File: src/rtl/cp0_pkg.sv
package cp0_pkg;

	// ####################
	// tlb geometry
	// ####################
	localparam int tlb_entries = 8;
	localparam int tlb_index_w = 3;
	localparam int vpn2_w      = 19; // vaddr[31:13]
	localparam int pfn_w       = 20;
	localparam int asid_w      = 8;
	localparam int cattr_w     = 3;  // cache attribute field

	// ####################
	// register numbers
	// ####################
	localparam logic [4:0] reg_index     = 5'd0;
	localparam logic [4:0] reg_entry_lo0 = 5'd2;
	localparam logic [4:0] reg_entry_lo1 = 5'd3;
	localparam logic [4:0] reg_bad_vaddr = 5'd8;
	localparam logic [4:0] reg_count     = 5'd9;
	localparam logic [4:0] reg_entry_hi  = 5'd10;
	localparam logic [4:0] reg_status    = 5'd12;
	localparam logic [4:0] reg_cause     = 5'd13;
	localparam logic [4:0] reg_epc       = 5'd14;
	localparam logic [4:0] reg_error_epc = 5'd30;

	// exception codes
	localparam logic [4:0] excode_int  = 5'd0;
	localparam logic [4:0] excode_adel = 5'd4; // load / fetch address error
	localparam logic [4:0] excode_ades = 5'd5;
	localparam logic [4:0] excode_sys  = 5'd8;

	localparam logic [31:0] status_reset = 32'h1040_0000; // cu0 and bev
	localparam int probe_fail_bit = 31;

	// ####################
	// writable bits
	// ####################
	localparam logic [31:0] mask_index    = 32'h0000_0007;
	localparam logic [31:0] mask_entry_lo = 32'h03ff_ffff;
	localparam logic [31:0] mask_entry_hi = 32'hffff_e0ff;
	localparam logic [31:0] mask_status   = 32'h1040_ff17;
	localparam logic [31:0] mask_cause    = 32'h0000_0300; // software interrupt bits
	localparam logic [31:0] mask_epc      = 32'hffff_ffff;

	// status fields
	localparam int status_erl = 2;
	localparam int status_exl = 1;

	// cause fields
	localparam int cause_bd     = 31;
	localparam int cause_ce_lo  = 28; // two bits
	localparam int cause_ip_lo  = 10; // six hardware lines
	localparam int cause_exc_lo = 2;  // five bits

endpackage

File: src/rtl/cp0_regs.sv
module cp0_regs (
	input  logic                             clk,
	input  logic                             rst,
	input  logic [4:0]                       raddr,
	input  logic [2:0]                       rsel,
	input  logic                             we,
	input  logic [4:0]                       waddr,
	input  logic [2:0]                       wsel,
	input  logic [31:0]                      wdata,
	input  logic [5:0]                       int_req,
	input  logic                             tlbr_req,
	input  logic                             tlbp_req,
	input  logic [31:0]                      probe_result,
	input  logic [cp0_pkg::vpn2_w-1:0]       rd_vpn2,
	input  logic [cp0_pkg::asid_w-1:0]       rd_asid,
	input  logic                             rd_g,
	input  logic [cp0_pkg::pfn_w-1:0]        rd_pfn0,
	input  logic [cp0_pkg::cattr_w-1:0]      rd_c0,
	input  logic                             rd_d0,
	input  logic                             rd_v0,
	input  logic [cp0_pkg::pfn_w-1:0]        rd_pfn1,
	input  logic [cp0_pkg::cattr_w-1:0]      rd_c1,
	input  logic                             rd_d1,
	input  logic                             rd_v1,
	input  logic                             except_flush,
	input  logic                             except_eret,
	input  logic                             except_delayslot,
	input  logic [31:0]                      except_pc,
	input  logic [4:0]                       except_code,
	input  logic [31:0]                      except_extra,
	output logic [31:0]                      rdata,
	output logic [31:0]                      entry_hi,
	output logic [31:0]                      entry_lo0,
	output logic [31:0]                      entry_lo1,
	output logic [cp0_pkg::tlb_index_w-1:0]  tlb_index,
	output logic [cp0_pkg::asid_w-1:0]       asid,
	output logic                             user_mode,
	output logic [31:0]                      epc
);
	import cp0_pkg::*;

	logic [31:0] index_r, entry_lo0_r, entry_lo1_r, bad_vaddr_r, count_r;
	logic [31:0] entry_hi_r, status_r, cause_r, epc_r, error_epc_r;
	logic [31:0] index_n, entry_lo0_n, entry_lo1_n, bad_vaddr_n, count_n;
	logic [31:0] entry_hi_n, status_n, cause_n, epc_n, error_epc_n;
	logic [31:0] wmask;

	function automatic logic [31:0] write_mask(input logic [4:0] addr);
		case (addr)
			reg_index:                    write_mask = mask_index;
			reg_entry_lo0, reg_entry_lo1: write_mask = mask_entry_lo;
			reg_entry_hi:                 write_mask = mask_entry_hi;
			reg_status:                   write_mask = mask_status;
			reg_cause:                    write_mask = mask_cause;
			reg_epc, reg_error_epc:       write_mask = mask_epc;
			default:                      write_mask = 32'h0;
		endcase
	endfunction

	function automatic logic [31:0] merge(input logic [31:0] old, din, mask);
		merge = (din & mask) | (old & ~mask);
	endfunction

	assign wmask = write_mask(waddr);

	assign entry_hi  = entry_hi_r;
	assign entry_lo0 = entry_lo0_r;
	assign entry_lo1 = entry_lo1_r;
	assign tlb_index = index_r[tlb_index_w-1:0];
	assign asid      = entry_hi_r[asid_w-1:0];
	assign user_mode = (status_r[4:1] == 4'b1000);
	assign epc       = epc_r;

	// ####################
	// next state
	// ####################
	always_comb
	begin
		index_n     = index_r;
		entry_lo0_n = entry_lo0_r;
		entry_lo1_n = entry_lo1_r;
		bad_vaddr_n = bad_vaddr_r;
		count_n     = count_r + 32'd1;
		entry_hi_n  = entry_hi_r;
		status_n    = status_r;
		cause_n     = cause_r;
		epc_n       = epc_r;
		error_epc_n = error_epc_r;
		cause_n[cause_ip_lo +: 6] = int_req;

		if (we && wsel == 3'd0)
		begin
			case (waddr)
				reg_index:     index_n     = merge(index_n, wdata, wmask);
				reg_entry_lo0: entry_lo0_n = merge(entry_lo0_n, wdata, wmask);
				reg_entry_lo1: entry_lo1_n = merge(entry_lo1_n, wdata, wmask);
				reg_entry_hi:  entry_hi_n  = merge(entry_hi_n, wdata, wmask);
				reg_status:    status_n    = merge(status_n, wdata, wmask);
				reg_cause:     cause_n     = merge(cause_n, wdata, wmask);
				reg_epc:       epc_n       = merge(epc_n, wdata, wmask);
				reg_error_epc: error_epc_n = merge(error_epc_n, wdata, wmask);
				default:       ; // read-only or unimplemented
			endcase
		end

		if (tlbr_req)
		begin
			entry_hi_n[31:13]       = rd_vpn2;
			entry_hi_n[asid_w-1:0]  = rd_asid;
			entry_lo0_n = {6'b0, rd_pfn0, rd_c0, rd_d0, rd_v0, rd_g};
			entry_lo1_n = {6'b0, rd_pfn1, rd_c1, rd_d1, rd_v1, rd_g};
		end

		if (tlbp_req)
			index_n = probe_result;

		if (except_flush)
		begin
			if (except_eret)
			begin
				if (status_n[status_erl])
					status_n[status_erl] = 1'b0;
				else
					status_n[status_exl] = 1'b0;
			end
			else
			begin
				if (!status_n[status_exl]) // nested entry keeps epc
				begin
					epc_n = except_delayslot ? except_pc - 32'd4 : except_pc;
					cause_n[cause_bd] = except_delayslot;
				end
				status_n[status_exl]        = 1'b1;
				cause_n[cause_ce_lo +: 2]   = except_extra[1:0];
				cause_n[cause_exc_lo +: 5]  = except_code;
				if (except_code == excode_adel || except_code == excode_ades)
					bad_vaddr_n = except_extra;
			end
		end
	end

	// reads see this cycle's updates
	always_comb
	begin
		rdata = 32'h0;
		if (rsel == 3'd0)
		begin
			case (raddr)
				reg_index:     rdata = index_n;
				reg_entry_lo0: rdata = entry_lo0_n;
				reg_entry_lo1: rdata = entry_lo1_n;
				reg_bad_vaddr: rdata = bad_vaddr_n;
				reg_count:     rdata = count_n;
				reg_entry_hi:  rdata = entry_hi_n;
				reg_status:    rdata = status_n;
				reg_cause:     rdata = cause_n;
				reg_epc:       rdata = epc_n;
				reg_error_epc: rdata = error_epc_n;
				default:       rdata = 32'h0;
			endcase
		end
	end

	always_ff @(posedge clk)
	begin
		if (rst)
		begin
			index_r     <= 32'h0;
			entry_lo0_r <= 32'h0;
			entry_lo1_r <= 32'h0;
			bad_vaddr_r <= 32'h0;
			count_r     <= 32'h0;
			entry_hi_r  <= 32'h0;
			status_r    <= status_reset;
			cause_r     <= 32'h0;
			epc_r       <= 32'h0;
			error_epc_r <= 32'h0;
		end
		else
		begin
			index_r     <= index_n;
			entry_lo0_r <= entry_lo0_n;
			entry_lo1_r <= entry_lo1_n;
			bad_vaddr_r <= bad_vaddr_n;
			count_r     <= count_n;
			entry_hi_r  <= entry_hi_n;
			status_r    <= status_n;
			cause_r     <= cause_n;
			epc_r       <= epc_n;
			error_epc_r <= error_epc_n;
		end
	end

endmodule

File: src/rtl/tlb_entry.sv
module tlb_entry (
	input  logic                         clk,
	input  logic                         rst,
	input  logic                         we,
	input  logic [cp0_pkg::vpn2_w-1:0]   w_vpn2,
	input  logic [cp0_pkg::asid_w-1:0]   w_asid,
	input  logic                         w_g,
	input  logic [cp0_pkg::pfn_w-1:0]    w_pfn0,
	input  logic [cp0_pkg::cattr_w-1:0]  w_c0,
	input  logic                         w_d0,
	input  logic                         w_v0,
	input  logic [cp0_pkg::pfn_w-1:0]    w_pfn1,
	input  logic [cp0_pkg::cattr_w-1:0]  w_c1,
	input  logic                         w_d1,
	input  logic                         w_v1,
	input  logic [cp0_pkg::vpn2_w-1:0]   probe_vpn2,
	input  logic [cp0_pkg::asid_w-1:0]   probe_asid,
	input  logic [cp0_pkg::vpn2_w-1:0]   lookup_vpn2,
	input  logic [cp0_pkg::asid_w-1:0]   cur_asid,
	output logic [cp0_pkg::vpn2_w-1:0]   vpn2,
	output logic [cp0_pkg::asid_w-1:0]   asid,
	output logic                         g,
	output logic [cp0_pkg::pfn_w-1:0]    pfn0,
	output logic [cp0_pkg::cattr_w-1:0]  c0,
	output logic                         d0,
	output logic                         v0,
	output logic [cp0_pkg::pfn_w-1:0]    pfn1,
	output logic [cp0_pkg::cattr_w-1:0]  c1,
	output logic                         d1,
	output logic                         v1,
	output logic                         probe_hit,
	output logic                         lookup_hit
);

	// valid and global bits
	always_ff @(posedge clk)
	begin
		if (rst)
		begin
			g  <= 1'b0;
			v0 <= 1'b0;
			v1 <= 1'b0;
		end
		else if (we)
		begin
			g  <= w_g;
			v0 <= w_v0;
			v1 <= w_v1;
		end
	end

	always_ff @(posedge clk)
	begin
		if (we)
		begin
			vpn2 <= w_vpn2;
			asid <= w_asid;
			pfn0 <= w_pfn0;
			c0   <= w_c0;
			d0   <= w_d0;
			pfn1 <= w_pfn1;
			c1   <= w_c1;
			d1   <= w_d1;
		end
	end

	assign probe_hit  = (vpn2 == probe_vpn2) && (g || asid == probe_asid);
	assign lookup_hit = (vpn2 == lookup_vpn2) && (g || asid == cur_asid);

endmodule

File: src/rtl/tlb_write_decode.sv
module tlb_write_decode (
	input  logic                             tlbwi_req,
	input  logic [cp0_pkg::tlb_index_w-1:0]  tlb_index,
	input  logic [31:0]                      entry_hi,
	input  logic [31:0]                      entry_lo0,
	input  logic [31:0]                      entry_lo1,
	output logic [cp0_pkg::tlb_entries-1:0]  entry_we,
	output logic [cp0_pkg::vpn2_w-1:0]       w_vpn2,
	output logic [cp0_pkg::asid_w-1:0]       w_asid,
	output logic                             w_g,
	output logic [cp0_pkg::pfn_w-1:0]        w_pfn0,
	output logic [cp0_pkg::cattr_w-1:0]      w_c0,
	output logic                             w_d0,
	output logic                             w_v0,
	output logic [cp0_pkg::pfn_w-1:0]        w_pfn1,
	output logic [cp0_pkg::cattr_w-1:0]      w_c1,
	output logic                             w_d1,
	output logic                             w_v1
);
	import cp0_pkg::*;

	// one-hot write enable
	always_comb
	begin
		for (int i = 0; i < tlb_entries; i++)
			entry_we[i] = tlbwi_req && (tlb_index == tlb_index_w'(i));
	end

	assign w_vpn2 = entry_hi[31:13];
	assign w_asid = entry_hi[asid_w-1:0];
	assign w_g    = entry_lo0[0] & entry_lo1[0]; // global only if both halves say so

	// entry_lo layout pfn[25:6] c[5:3] d[2] v[1] g[0]
	assign {w_pfn0, w_c0, w_d0, w_v0} = entry_lo0[25:1];
	assign {w_pfn1, w_c1, w_d1, w_v1} = entry_lo1[25:1];

endmodule

File: src/rtl/tlb_match_resolve.sv
module tlb_match_resolve (
	input  logic [cp0_pkg::tlb_entries-1:0]                  probe_hits,
	input  logic [cp0_pkg::tlb_entries-1:0]                  lookup_hits,
	input  logic [cp0_pkg::tlb_entries*cp0_pkg::vpn2_w-1:0]  e_vpn2,
	input  logic [cp0_pkg::tlb_entries*cp0_pkg::asid_w-1:0]  e_asid,
	input  logic [cp0_pkg::tlb_entries-1:0]                  e_g,
	input  logic [cp0_pkg::tlb_entries*cp0_pkg::pfn_w-1:0]   e_pfn0,
	input  logic [cp0_pkg::tlb_entries*cp0_pkg::cattr_w-1:0] e_c0,
	input  logic [cp0_pkg::tlb_entries-1:0]                  e_d0,
	input  logic [cp0_pkg::tlb_entries-1:0]                  e_v0,
	input  logic [cp0_pkg::tlb_entries*cp0_pkg::pfn_w-1:0]   e_pfn1,
	input  logic [cp0_pkg::tlb_entries*cp0_pkg::cattr_w-1:0] e_c1,
	input  logic [cp0_pkg::tlb_entries-1:0]                  e_d1,
	input  logic [cp0_pkg::tlb_entries-1:0]                  e_v1,
	input  logic [cp0_pkg::tlb_index_w-1:0]                  tlb_index,
	input  logic [31:0]                                      lookup_vaddr,
	output logic [31:0]                                      probe_result,
	output logic [cp0_pkg::vpn2_w-1:0]                       rd_vpn2,
	output logic [cp0_pkg::asid_w-1:0]                       rd_asid,
	output logic                                             rd_g,
	output logic [cp0_pkg::pfn_w-1:0]                        rd_pfn0,
	output logic [cp0_pkg::cattr_w-1:0]                      rd_c0,
	output logic                                             rd_d0,
	output logic                                             rd_v0,
	output logic [cp0_pkg::pfn_w-1:0]                        rd_pfn1,
	output logic [cp0_pkg::cattr_w-1:0]                      rd_c1,
	output logic                                             rd_d1,
	output logic                                             rd_v1,
	output logic [31:0]                                      lookup_paddr,
	output logic                                             lookup_miss
);
	import cp0_pkg::*;

	logic                   probe_found, lk_found, lk_odd, lk_valid;
	logic [tlb_index_w-1:0] probe_idx, lk_idx;
	logic [pfn_w-1:0]       lk_pfn;

	// lowest index wins, so scan downwards
	always_comb
	begin
		probe_found = 1'b0;
		probe_idx   = '0;
		lk_found    = 1'b0;
		lk_idx      = '0;
		for (int i = tlb_entries - 1; i >= 0; i--)
		begin
			if (probe_hits[i])
			begin
				probe_found = 1'b1;
				probe_idx   = tlb_index_w'(i);
			end
			if (lookup_hits[i])
			begin
				lk_found = 1'b1;
				lk_idx   = tlb_index_w'(i);
			end
		end
	end

	assign probe_result = probe_found ? {{(32 - tlb_index_w){1'b0}}, probe_idx}
		: (32'h1 << probe_fail_bit);

	// ####################
	// tlbr read-back
	// ####################
	assign rd_vpn2 = e_vpn2[tlb_index*vpn2_w +: vpn2_w];
	assign rd_asid = e_asid[tlb_index*asid_w +: asid_w];
	assign rd_g    = e_g[tlb_index];
	assign rd_pfn0 = e_pfn0[tlb_index*pfn_w +: pfn_w];
	assign rd_c0   = e_c0[tlb_index*cattr_w +: cattr_w];
	assign rd_d0   = e_d0[tlb_index];
	assign rd_v0   = e_v0[tlb_index];
	assign rd_pfn1 = e_pfn1[tlb_index*pfn_w +: pfn_w];
	assign rd_c1   = e_c1[tlb_index*cattr_w +: cattr_w];
	assign rd_d1   = e_d1[tlb_index];
	assign rd_v1   = e_v1[tlb_index];

	// lookup translation
	assign lk_odd   = lookup_vaddr[12];
	assign lk_pfn   = lk_odd ? e_pfn1[lk_idx*pfn_w +: pfn_w] : e_pfn0[lk_idx*pfn_w +: pfn_w];
	assign lk_valid = lk_odd ? e_v1[lk_idx] : e_v0[lk_idx];

	assign lookup_paddr = {lk_pfn, lookup_vaddr[11:0]};
	assign lookup_miss  = !lk_found || !lk_valid;

endmodule

File: src/rtl/mmu_cp0_top.sv
module mmu_cp0_top (
	input  logic                        clk,
	input  logic                        rst,
	input  logic [4:0]                  raddr,
	input  logic [2:0]                  rsel,
	output logic [31:0]                 rdata,
	input  logic                        we,
	input  logic [4:0]                  waddr,
	input  logic [2:0]                  wsel,
	input  logic [31:0]                 wdata,
	input  logic [5:0]                  int_req,
	input  logic                        tlbr_req,
	input  logic                        tlbp_req,
	input  logic                        tlbwi_req,
	input  logic                        except_flush,
	input  logic                        except_eret,
	input  logic                        except_delayslot,
	input  logic [31:0]                 except_pc,
	input  logic [4:0]                  except_code,
	input  logic [31:0]                 except_extra,
	input  logic [31:0]                 lookup_vaddr,
	output logic [31:0]                 lookup_paddr,
	output logic                        lookup_miss,
	output logic [cp0_pkg::asid_w-1:0]  asid,
	output logic                        user_mode,
	output logic [31:0]                 epc
);
	import cp0_pkg::*;

	logic [31:0]              entry_hi, entry_lo0, entry_lo1, probe_result;
	logic [tlb_index_w-1:0]   tlb_index;
	logic [tlb_entries-1:0]   entry_we, probe_hits, lookup_hits;

	// write fields
	logic [vpn2_w-1:0]  w_vpn2;
	logic [asid_w-1:0]  w_asid;
	logic [pfn_w-1:0]   w_pfn0, w_pfn1;
	logic [cattr_w-1:0] w_c0, w_c1;
	logic               w_g, w_d0, w_v0, w_d1, w_v1;

	// flattened entry array
	logic [tlb_entries*vpn2_w-1:0]  e_vpn2;
	logic [tlb_entries*asid_w-1:0]  e_asid;
	logic [tlb_entries*pfn_w-1:0]   e_pfn0, e_pfn1;
	logic [tlb_entries*cattr_w-1:0] e_c0, e_c1;
	logic [tlb_entries-1:0]         e_g, e_d0, e_v0, e_d1, e_v1;

	// tlbr read-back
	logic [vpn2_w-1:0]  rd_vpn2;
	logic [asid_w-1:0]  rd_asid;
	logic [pfn_w-1:0]   rd_pfn0, rd_pfn1;
	logic [cattr_w-1:0] rd_c0, rd_c1;
	logic               rd_g, rd_d0, rd_v0, rd_d1, rd_v1;

	cp0_regs u_regs (
		.clk, .rst, .raddr, .rsel, .we, .waddr, .wsel, .wdata, .int_req,
		.tlbr_req, .tlbp_req, .probe_result,
		.rd_vpn2, .rd_asid, .rd_g, .rd_pfn0, .rd_c0, .rd_d0, .rd_v0,
		.rd_pfn1, .rd_c1, .rd_d1, .rd_v1,
		.except_flush, .except_eret, .except_delayslot,
		.except_pc, .except_code, .except_extra,
		.rdata, .entry_hi, .entry_lo0, .entry_lo1, .tlb_index,
		.asid, .user_mode, .epc
	);

	tlb_write_decode u_wdec (
		.tlbwi_req, .tlb_index, .entry_hi, .entry_lo0, .entry_lo1, .entry_we,
		.w_vpn2, .w_asid, .w_g, .w_pfn0, .w_c0, .w_d0, .w_v0,
		.w_pfn1, .w_c1, .w_d1, .w_v1
	);

	// ####################
	// entry array
	// ####################
	for (genvar i = 0; i < tlb_entries; i++)
	begin : gen_entry
		tlb_entry u_entry (
			.clk, .rst, .we(entry_we[i]),
			.w_vpn2, .w_asid, .w_g, .w_pfn0, .w_c0, .w_d0, .w_v0,
			.w_pfn1, .w_c1, .w_d1, .w_v1,
			.probe_vpn2(entry_hi[31:13]), .probe_asid(entry_hi[asid_w-1:0]), // probe key
			.lookup_vpn2(lookup_vaddr[31:13]), .cur_asid(asid),
			.vpn2(e_vpn2[i*vpn2_w +: vpn2_w]), .asid(e_asid[i*asid_w +: asid_w]),
			.g(e_g[i]),
			.pfn0(e_pfn0[i*pfn_w +: pfn_w]), .c0(e_c0[i*cattr_w +: cattr_w]),
			.d0(e_d0[i]), .v0(e_v0[i]),
			.pfn1(e_pfn1[i*pfn_w +: pfn_w]), .c1(e_c1[i*cattr_w +: cattr_w]),
			.d1(e_d1[i]), .v1(e_v1[i]),
			.probe_hit(probe_hits[i]), .lookup_hit(lookup_hits[i])
		);
	end

	tlb_match_resolve u_resolve (
		.probe_hits, .lookup_hits,
		.e_vpn2, .e_asid, .e_g, .e_pfn0, .e_c0, .e_d0, .e_v0,
		.e_pfn1, .e_c1, .e_d1, .e_v1,
		.tlb_index, .lookup_vaddr, .probe_result,
		.rd_vpn2, .rd_asid, .rd_g, .rd_pfn0, .rd_c0, .rd_d0, .rd_v0,
		.rd_pfn1, .rd_c1, .rd_d1, .rd_v1,
		.lookup_paddr, .lookup_miss
	);

endmodule

File: config.mk
export PLATFORM = sky130hd
export DESIGN_NAME = mmu_cp0_top
export DESIGN_NICKNAME = d
export VERILOG_FILES = /design/src/rtl/cp0_pkg.sv /design/src/rtl/cp0_regs.sv /design/src/rtl/tlb_entry.sv /design/src/rtl/tlb_write_decode.sv /design/src/rtl/tlb_match_resolve.sv /design/src/rtl/mmu_cp0_top.sv
export SDC_FILE = /design/constraint.sdc
export NUM_CORES = 2
export LEC_CHECK = 0
export BUFFER_PORTS_ARGS = -buffer_cell sky130_fd_sc_hd__buf_2
export CAP_MARGIN = 20
export CORE_MARGIN = 3
export CORE_UTILIZATION = 55
export CTS_BUF_LIST = sky130_fd_sc_hd__clkbuf_4
export CTS_CLUSTER_SIZE = 25
export DETAILED_ROUTE_END_ITERATION = 6
export PLACE_DENSITY = 0.73
export SKIP_CTS_REPAIR_TIMING = 1
export SKIP_LAST_GASP = 1
export SLEW_MARGIN = 20
export SYNTH_ARGS = -nofsm -noshare
export SYNTH_HDL_FRONTEND = slang
export SYNTH_SLANG_ARGS = --single-unit
File: constraint.sdc
create_clock -name clk -period 24.5 [get_ports clk]
set_input_delay 4.9 -clock clk [delete_from_list [all_inputs] [get_ports clk]]
set_output_delay 4.9 -clock clk [all_outputs]
set_load 0.01 [all_outputs]
# Word level (Yosys, flattened, before mapping)
# Memory sizes are Yosys's and may differ from the RTL's.
# Index checks and enable logic that the tools add are counted.
# totals
ff_bits,944
mem_bits_ro,1024
input_bits,164
out_inout_bits,106
memories,1
# op_classes
n_addsub,2
n_mul,4
order_cmp,2
n_eq_ne,50
n_shift,8
mux,90
n_bitwise,19
n_reduce_logical,42
# memory_table
memory,depth,width,rd,rd_clocked_by_memory_dff,write_ports,line_no,text
(name not given),32,32,1,0,0,cp0_regs.sv:49,case (addr)
# ops
op,n
32-bit two-way mux,28
160-bit by 9-bit indexed part select with 20-bit output,4
32-bit one-hot mux with 10 select lines,1
19-bit equality test,16
32-bit AND,9
32-bit bitwise OR,8
152-bit by 9-bit indexed part select with 19-bit output,1
8-bit equality test,8
64-bit by 7-bit indexed part select with 8-bit output,1
"5-bit by 4-bit equality test with 1-bit output, second input constant",10
3-bit two-way mux,16
24-bit by 6-bit indexed part select with 3-bit output,2
"32-bit by 1-bit adder with 32-bit output, second input constant",1
32-bit inverter,1
"32-bit by 3-bit subtractor with 32-bit output, second input constant",1
1-bit two-way mux,30
1-bit logical AND,25
1-bit binary-select mux with 3-bit select,7
"5-bit by 2-bit equality test with 1-bit output, second input constant",4
20-bit two-way mux,1
19-bit two-way mux,1
"3-bit equality test, second input constant",4
"3-bit by 3-bit multiplier with 6-bit output, second input constant",2
"5-bit by 3-bit equality test with 1-bit output, second input constant",2
15 further kinds,34

# Longest topological paths before layout
# depth
word_depth,16
depth_mapped,13
mapped_depth_nobuf,11

# By module
# A second synthesis with hierarchy kept.
# unflattened
cells_unflattened,4060
hier_area_um2,48206.2
# modules_own_cells
module,instances,cells_each,area_per_inst_um2,seq_area_each_um2
tlb_entry,8,158,2954.1,2312.2
cp0_regs,1,1921,15960.3,6286.0
tlb_match_resolve,1,789,7933.9,0.0
tlb_write_decode,1,86,679.4,0.0

# Worst setup path after synthesis
# OpenSTA, ideal clock, no wires.
# synth_path
path_type,input port to output port
start,in wsel[1]
end,out rdata[14]
arrival_ns,7.321
t_required_ns,19.600
path_slack_ns,12.279
stages,11
cell_sequence,or4b_4 > or3_1 > or3_1 > buf_2 > nand2_1 > o211ai_4 > buf_6 > buf_2 > a21oi_1 > nand2_1 > a31oi_1
# synth_via
elab_chain_len,8
# synth_lines
element,line_no,text
from (decl),mmu_cp0_top.sv:9,"input logic [2:0] wsel,"
3-bit zero test (*),cp0_regs.sv:91,if (we && wsel == 3'd0)
1-bit logical AND (*),cp0_regs.sv:91,
32-bit two-way mux,cp0_regs.sv:91,
32-bit two-way mux,cp0_regs.sv:128,if (!status_n[status_exl])
32-bit two-way mux,cp0_regs.sv:119,if (except_eret)
32-bit two-way mux,cp0_regs.sv:117,if (except_flush)
32-bit one-hot mux with 10 select lines (*),cp0_regs.sv:148,case (raddr)
32-bit two-way mux (*),cp0_regs.sv:146,if (rsel == 3'd0)
to (decl),mmu_cp0_top.sv:6,"output logic [31:0] rdata,"
# Every way passes the cells marked *; elsewhere a longest branch is shown, timed or not.

# Worst setup path after layout
# layout_path
start,in lookup_vaddr[24]
end,out lookup_paddr[14]
# layout_via
elab_chain_len,13
# layout_lines
element,line_no,text
from (decl),mmu_cp0_top.sv:21,"input logic [31:0] lookup_vaddr,"
19-bit equality test,tlb_entry.sv:68,assign lookup_hit = (vpn2 == lookup_vpn2) && (g || asid == cur_asid);
1-bit logical AND,tlb_entry.sv:68,
3-bit two-way mux (7 in a row),tlb_match_resolve.sv:52,if (lookup_hits[i])
3-bit two-way mux (*),tlb_match_resolve.sv:52,
3-bit by 3-bit multiplier with 6-bit output (*),tlb_match_resolve.sv:80,assign lk_pfn = lk_odd ? e_pfn1[lk_idx*pfn_w +: pfn_w] : e_pfn0[lk_idx*pfn_w +: pfn_w];
160-bit by 9-bit indexed part select with 20-bit output,tlb_match_resolve.sv:80,
20-bit two-way mux (*),tlb_match_resolve.sv:80,
to (decl),mmu_cp0_top.sv:22,"output logic [31:0] lookup_paddr,"
# Marked as above.

==> impl_summary.md <==
Floorplan
The floorplan row count is 106. The die boundary height is 298.2 um. The starting density of the core is 55.86%. The placeable core area is 84090 um^2. The total die area is 88950 um^2. The floorplan step set the die width to 298.2 um. 270 I/O pins were placed.

Final layout
The fraction of final layout cells sized beyond drive strength 1 is 20.68%. The area added between synthesis and finish is 10.50%. After the last flow step, the layout net total stands at 4423. The sequential cell area is 24800 um^2. The combined area of the multi-input logic cells is 20880 um^2. The number of filler instances in the final layout is 6724.

Setup path
The nature of the critical path startpoint is an input port. The arrival time of data at the critical path endpoint is 9.55 ns. The critical path goes through buf_2 -> xor2_1 -> nor4_1 -> nand2_1 -> nor4_1 -> o21bai_1 -> nor2_4 -> buf_4 -> a2111oi_0 -> or3_1 -> nand4_1 -> buf_2. The worst path required time is 19.60 ns.

The worst setup path is captured at a primary output. The worst register-to-register path has a depth of 5. In this run the critical register-to-register path is launched from u_regs.index_r[2]. The endpoint identified for the worst register-to-register timing path is gen_entry[5].u_entry.pfn0[14].

The highest fanout seen on the critical path is 74. The kind of cell with the highest combined delay along the critical path is simple AND/OR/NAND/NOR gates. The category of the critical setup timing path is in2out. The critical-path cell with the highest stage delay is nor4_1.

The minimum setup slack among reg-to-reg paths is 20.08 ns. The largest incremental delay on the critical path is 0.88 ns. The critical path buffer and inverter count is 3.

Hold path
The start point of the worst hold path is u_regs.index_r[26]. For hold timing, the worst endpoint is u_regs.index_r[26]. The type of the worst min-delay path is reg2reg. The worst hold path passes through 2 cells.

Drt
The routed layout has 35665 vias. The DRC violation count after routing is 2. The average via count per standard cell is 6.374. The first detailed-routing pass ran for 7 iterations. The number of DRC markers in iteration 0 is 4676. The routed wire length is 153300 um. The post-detailed-route count of antenna-violating nets is 0. In the final routed layout, each cell accounts on average for 27.40 um.

Timing
The final critical-path required period is 14.45 ns. For the pin with the worst max-slew slack, the measured transition is 1.226 ns. The setup TNS is 0 ns. Across the routed clock network, the largest skew measured is 0.06489 ns.

The number of pins exceeding their max-slew limit in the final report was 0. The maximum clock frequency is 69.23 MHz. The count of final hold-check violations is 0. The remaining max-slew budget at the tightest pin is 17.43%. Setup repair after global routing left no endpoint under its margin. Setup violations remaining at the end of the flow were counted as 0. The ratio of final minimum period to clock period is 58.96%.

Yosys
The most frequently used cell type in the post-synthesis netlist is edfxtp_1. Synthesis produced a netlist with a net count of 4204. The Yosys step of the flow raised 0 warnings. The share of the synthesized area in the top cell type is 38.36%.

By area the synthesized netlist is led by edfxtp_1 (38%), dfxtp_1 (14%), mux4_2 (7.5%), mux2i_1 (6.9%), xor2_1 (4.4%). The number of library cell types mapped by synthesis is 78. The largest total area in the synthesized netlist belongs to edfxtp_1. The average cell area after synthesis is 11.63 um^2. The instance count of the mapped netlist is 4038. The number of enable-type register cells in the synthesized netlist is 600. Of all flip-flops after synthesis, the portion carrying an async set or reset was 0%. The commonest cells after synthesis are edfxtp_1 (600), nor2_1 (366), dfxtp_1 (338), mux2i_1 (326), nand2_1 (289). Summing every instance area after synthesis gives 46970 um^2. In the synthesized netlist the dominant register cell turns out to be edfxtp_1. The share of the Yosys chip area taken by registers is 52.76%. The count of state elements after synthesis is 938.

Pwr
The power per cell area is 63.42 nW/um^2. The worst-case IR drop observed on VDD is 0.00004262 V. The design draws 3292 uW. The analysis attributes to cell leakage a power of 0.01849 uW.

CTS
The worst-skew pair later-pin latency is 1.09 ns. The TritonCTS clock tree is yes. The deepest clock path buffer count is 3. CTS built an H-tree with a depth of 4. The number of buffers created by CTS is 230.

Counting every sink on the clock net gives 938. The cell at the root of the clock tree is clkbuf_4. The clock slew seen by the registers of the worst setup and hold paths is 0.06 ns.

Global route
The global router's overall resource usage is 33.80%. The number of antenna violations at the first check in global routing is 13. The first global-routing pass estimated 224100 um of wire. The largest net degree at the start of global routing is 179. Summed over all layers, the global routing overflow is 0. The number of global-route vias before repair is 34455.

Run status
The run finished, with violations left. The checks that failed: DRC.

Place
The number of port buffers is 245. The final weighted congestion of routability-driven global placement is 1.012. The total half-perimeter wirelength after legalization and detailed placement is 103700 um.

Flow run
The reported max-cap violation count is 0.
==> logic make-up after synthesis <==
| kind of cell | count (synthesis) | share of synthesized area [%] |
|---|---|---|
| and+or+nand+nor | 1248 | 12.95 |
| DFF | 938 | 52.76 |
| AOI/OAI and AO/OA | 576 | 8.073 |
| muxes | 513 | 15.17 |
| xor gates and xnor gates | 427 | 7.962 |
| buffers and inverters | 333 | 3.010 |
| adders and majority gates | 3 | 0.07457 |
==> layout make-up <==
type | count | area share [%]
Tap cell | 1134 | 2.733
Clock inverter | 64 | 0.5399
Timing Repair Buffer | 306 | 3.351
Sequential cell | 938 | 47.77
Clock buffer | 359 | 5.192
Antenna cell | 13 | 0.06267
Inverter | 14 | 0.1205
Multi-Input combinational cell | 2767 | 40.23
==> worst register-to-register path, cell delays in order, from the launching register on <==
cell and delay [ns]:
dfxtp_4 0.66, buf_4 0.65, buf_4 0.77, nand4_1 0.49, inv_4 0.61, buf_4 0.80
==> layer usage <==
metal  vias up  part of all wire [%]  routed length, um  global-route usage, %
met5         -                 0.061                 93                      0
met4        12                   4.8               7379                  16.61
met3       399                    12              18830                  8.941
met2      2455                    44              67610                  50.29
met1     17272                    39              59390                  46.11
li1      15527                     -                  -                      -
==> layout by cell type (no fill, tap or decap), drive strengths merged, types with 17 or more instances in the layout <==
| cell type | Yosys | routed |
|---|---|---|
| edfxtp | 600 | 600 |
| nor2 | 367 | 367 |
| clkbuf | 204 | 359 |
| dfxtp | 338 | 338 |
| mux2i | 326 | 326 |
| buf | 115 | 306 |
| nand2 | 290 | 290 |
| xor2 | 234 | 234 |
| xnor2 | 193 | 193 |
| o21ai | 189 | 189 |
| nor2b | 156 | 156 |
| mux4 | 156 | 156 |
| a21oi | 114 | 114 |
| nand3 | 100 | 100 |
| nand4 | 87 | 87 |
| nor4 | 65 | 65 |
| clkinv | 0 | 58 |
| a211oi | 55 | 55 |
| or3 | 46 | 46 |
| nor3 | 43 | 43 |
| a2111oi | 42 | 42 |
| mux2 | 31 | 31 |
| o221ai | 30 | 30 |
| o21a | 24 | 24 |
| and2 | 24 | 24 |
| o22ai | 21 | 21 |
| a211o | 20 | 20 |
| o211ai | 17 | 17 |
==> registers in the layout, indices dropped and copies added, names as in the netlist, 24 cells and up <==
signal,cells
gen_entry.u_entry.asid,64
gen_entry.u_entry.c0,24
gen_entry.u_entry.c1,24
gen_entry.u_entry.pfn0,160
gen_entry.u_entry.pfn1,160
gen_entry.u_entry.vpn2,152
u_regs.bad_vaddr_r,32
u_regs.cause_r,26
u_regs.count_r,32
u_regs.entry_hi,32
u_regs.entry_lo0,32
u_regs.entry_lo1,32
u_regs.epc,32
u_regs.error_epc_r,32
u_regs.index_r,32
u_regs.status_r,32
==> worst max path at each step <==
stage	startpoint	endpoint	slack, ns	depth (start not counted)
finish	lookup_vaddr[24]	lookup_paddr[14]	10.05	12
detailed placement	lookup_vaddr[24]	lookup_paddr[14]	10.17	12
global placement	lookup_vaddr[24]	lookup_paddr[14]	10.28	12
floorplan	wsel[1]	rdata[14]	12.28	11
global route	lookup_vaddr[24]	lookup_paddr[14]	9.74	12
CTS	lookup_vaddr[24]	lookup_paddr[14]	10.16	12
==> through the flow <==
stage | instances | hold slack (ns) | worst slack, ns | util (%) | cell area (um^2)
after floorplan | 4038 | 0.4239 | 12.28 | - | 46970
after global placement | 5158 | 0.4343 | 10.28 | 58.11 | 48870
after detailed placement | 5158 | 0.4398 | 10.17 | 58.11 | 48870
after CTS | 5581 | 0.4488 | 10.16 | 61.65 | 51840
after global routing | 5588 | 0.4668 | 9.739 | 61.71 | 51890
final | 5595 | 0.4478 | 10.05 | 61.73 | 51910
==> power by group <==
group | switching, uW | internal [uW] | total [uW]
clock | 636 | 664 | 1300
sequential | 38.4 | 1710 | 1740
combinational | 159 | 88.3 | 247
No activity file was read; power rests on OpenSTA's default activity.
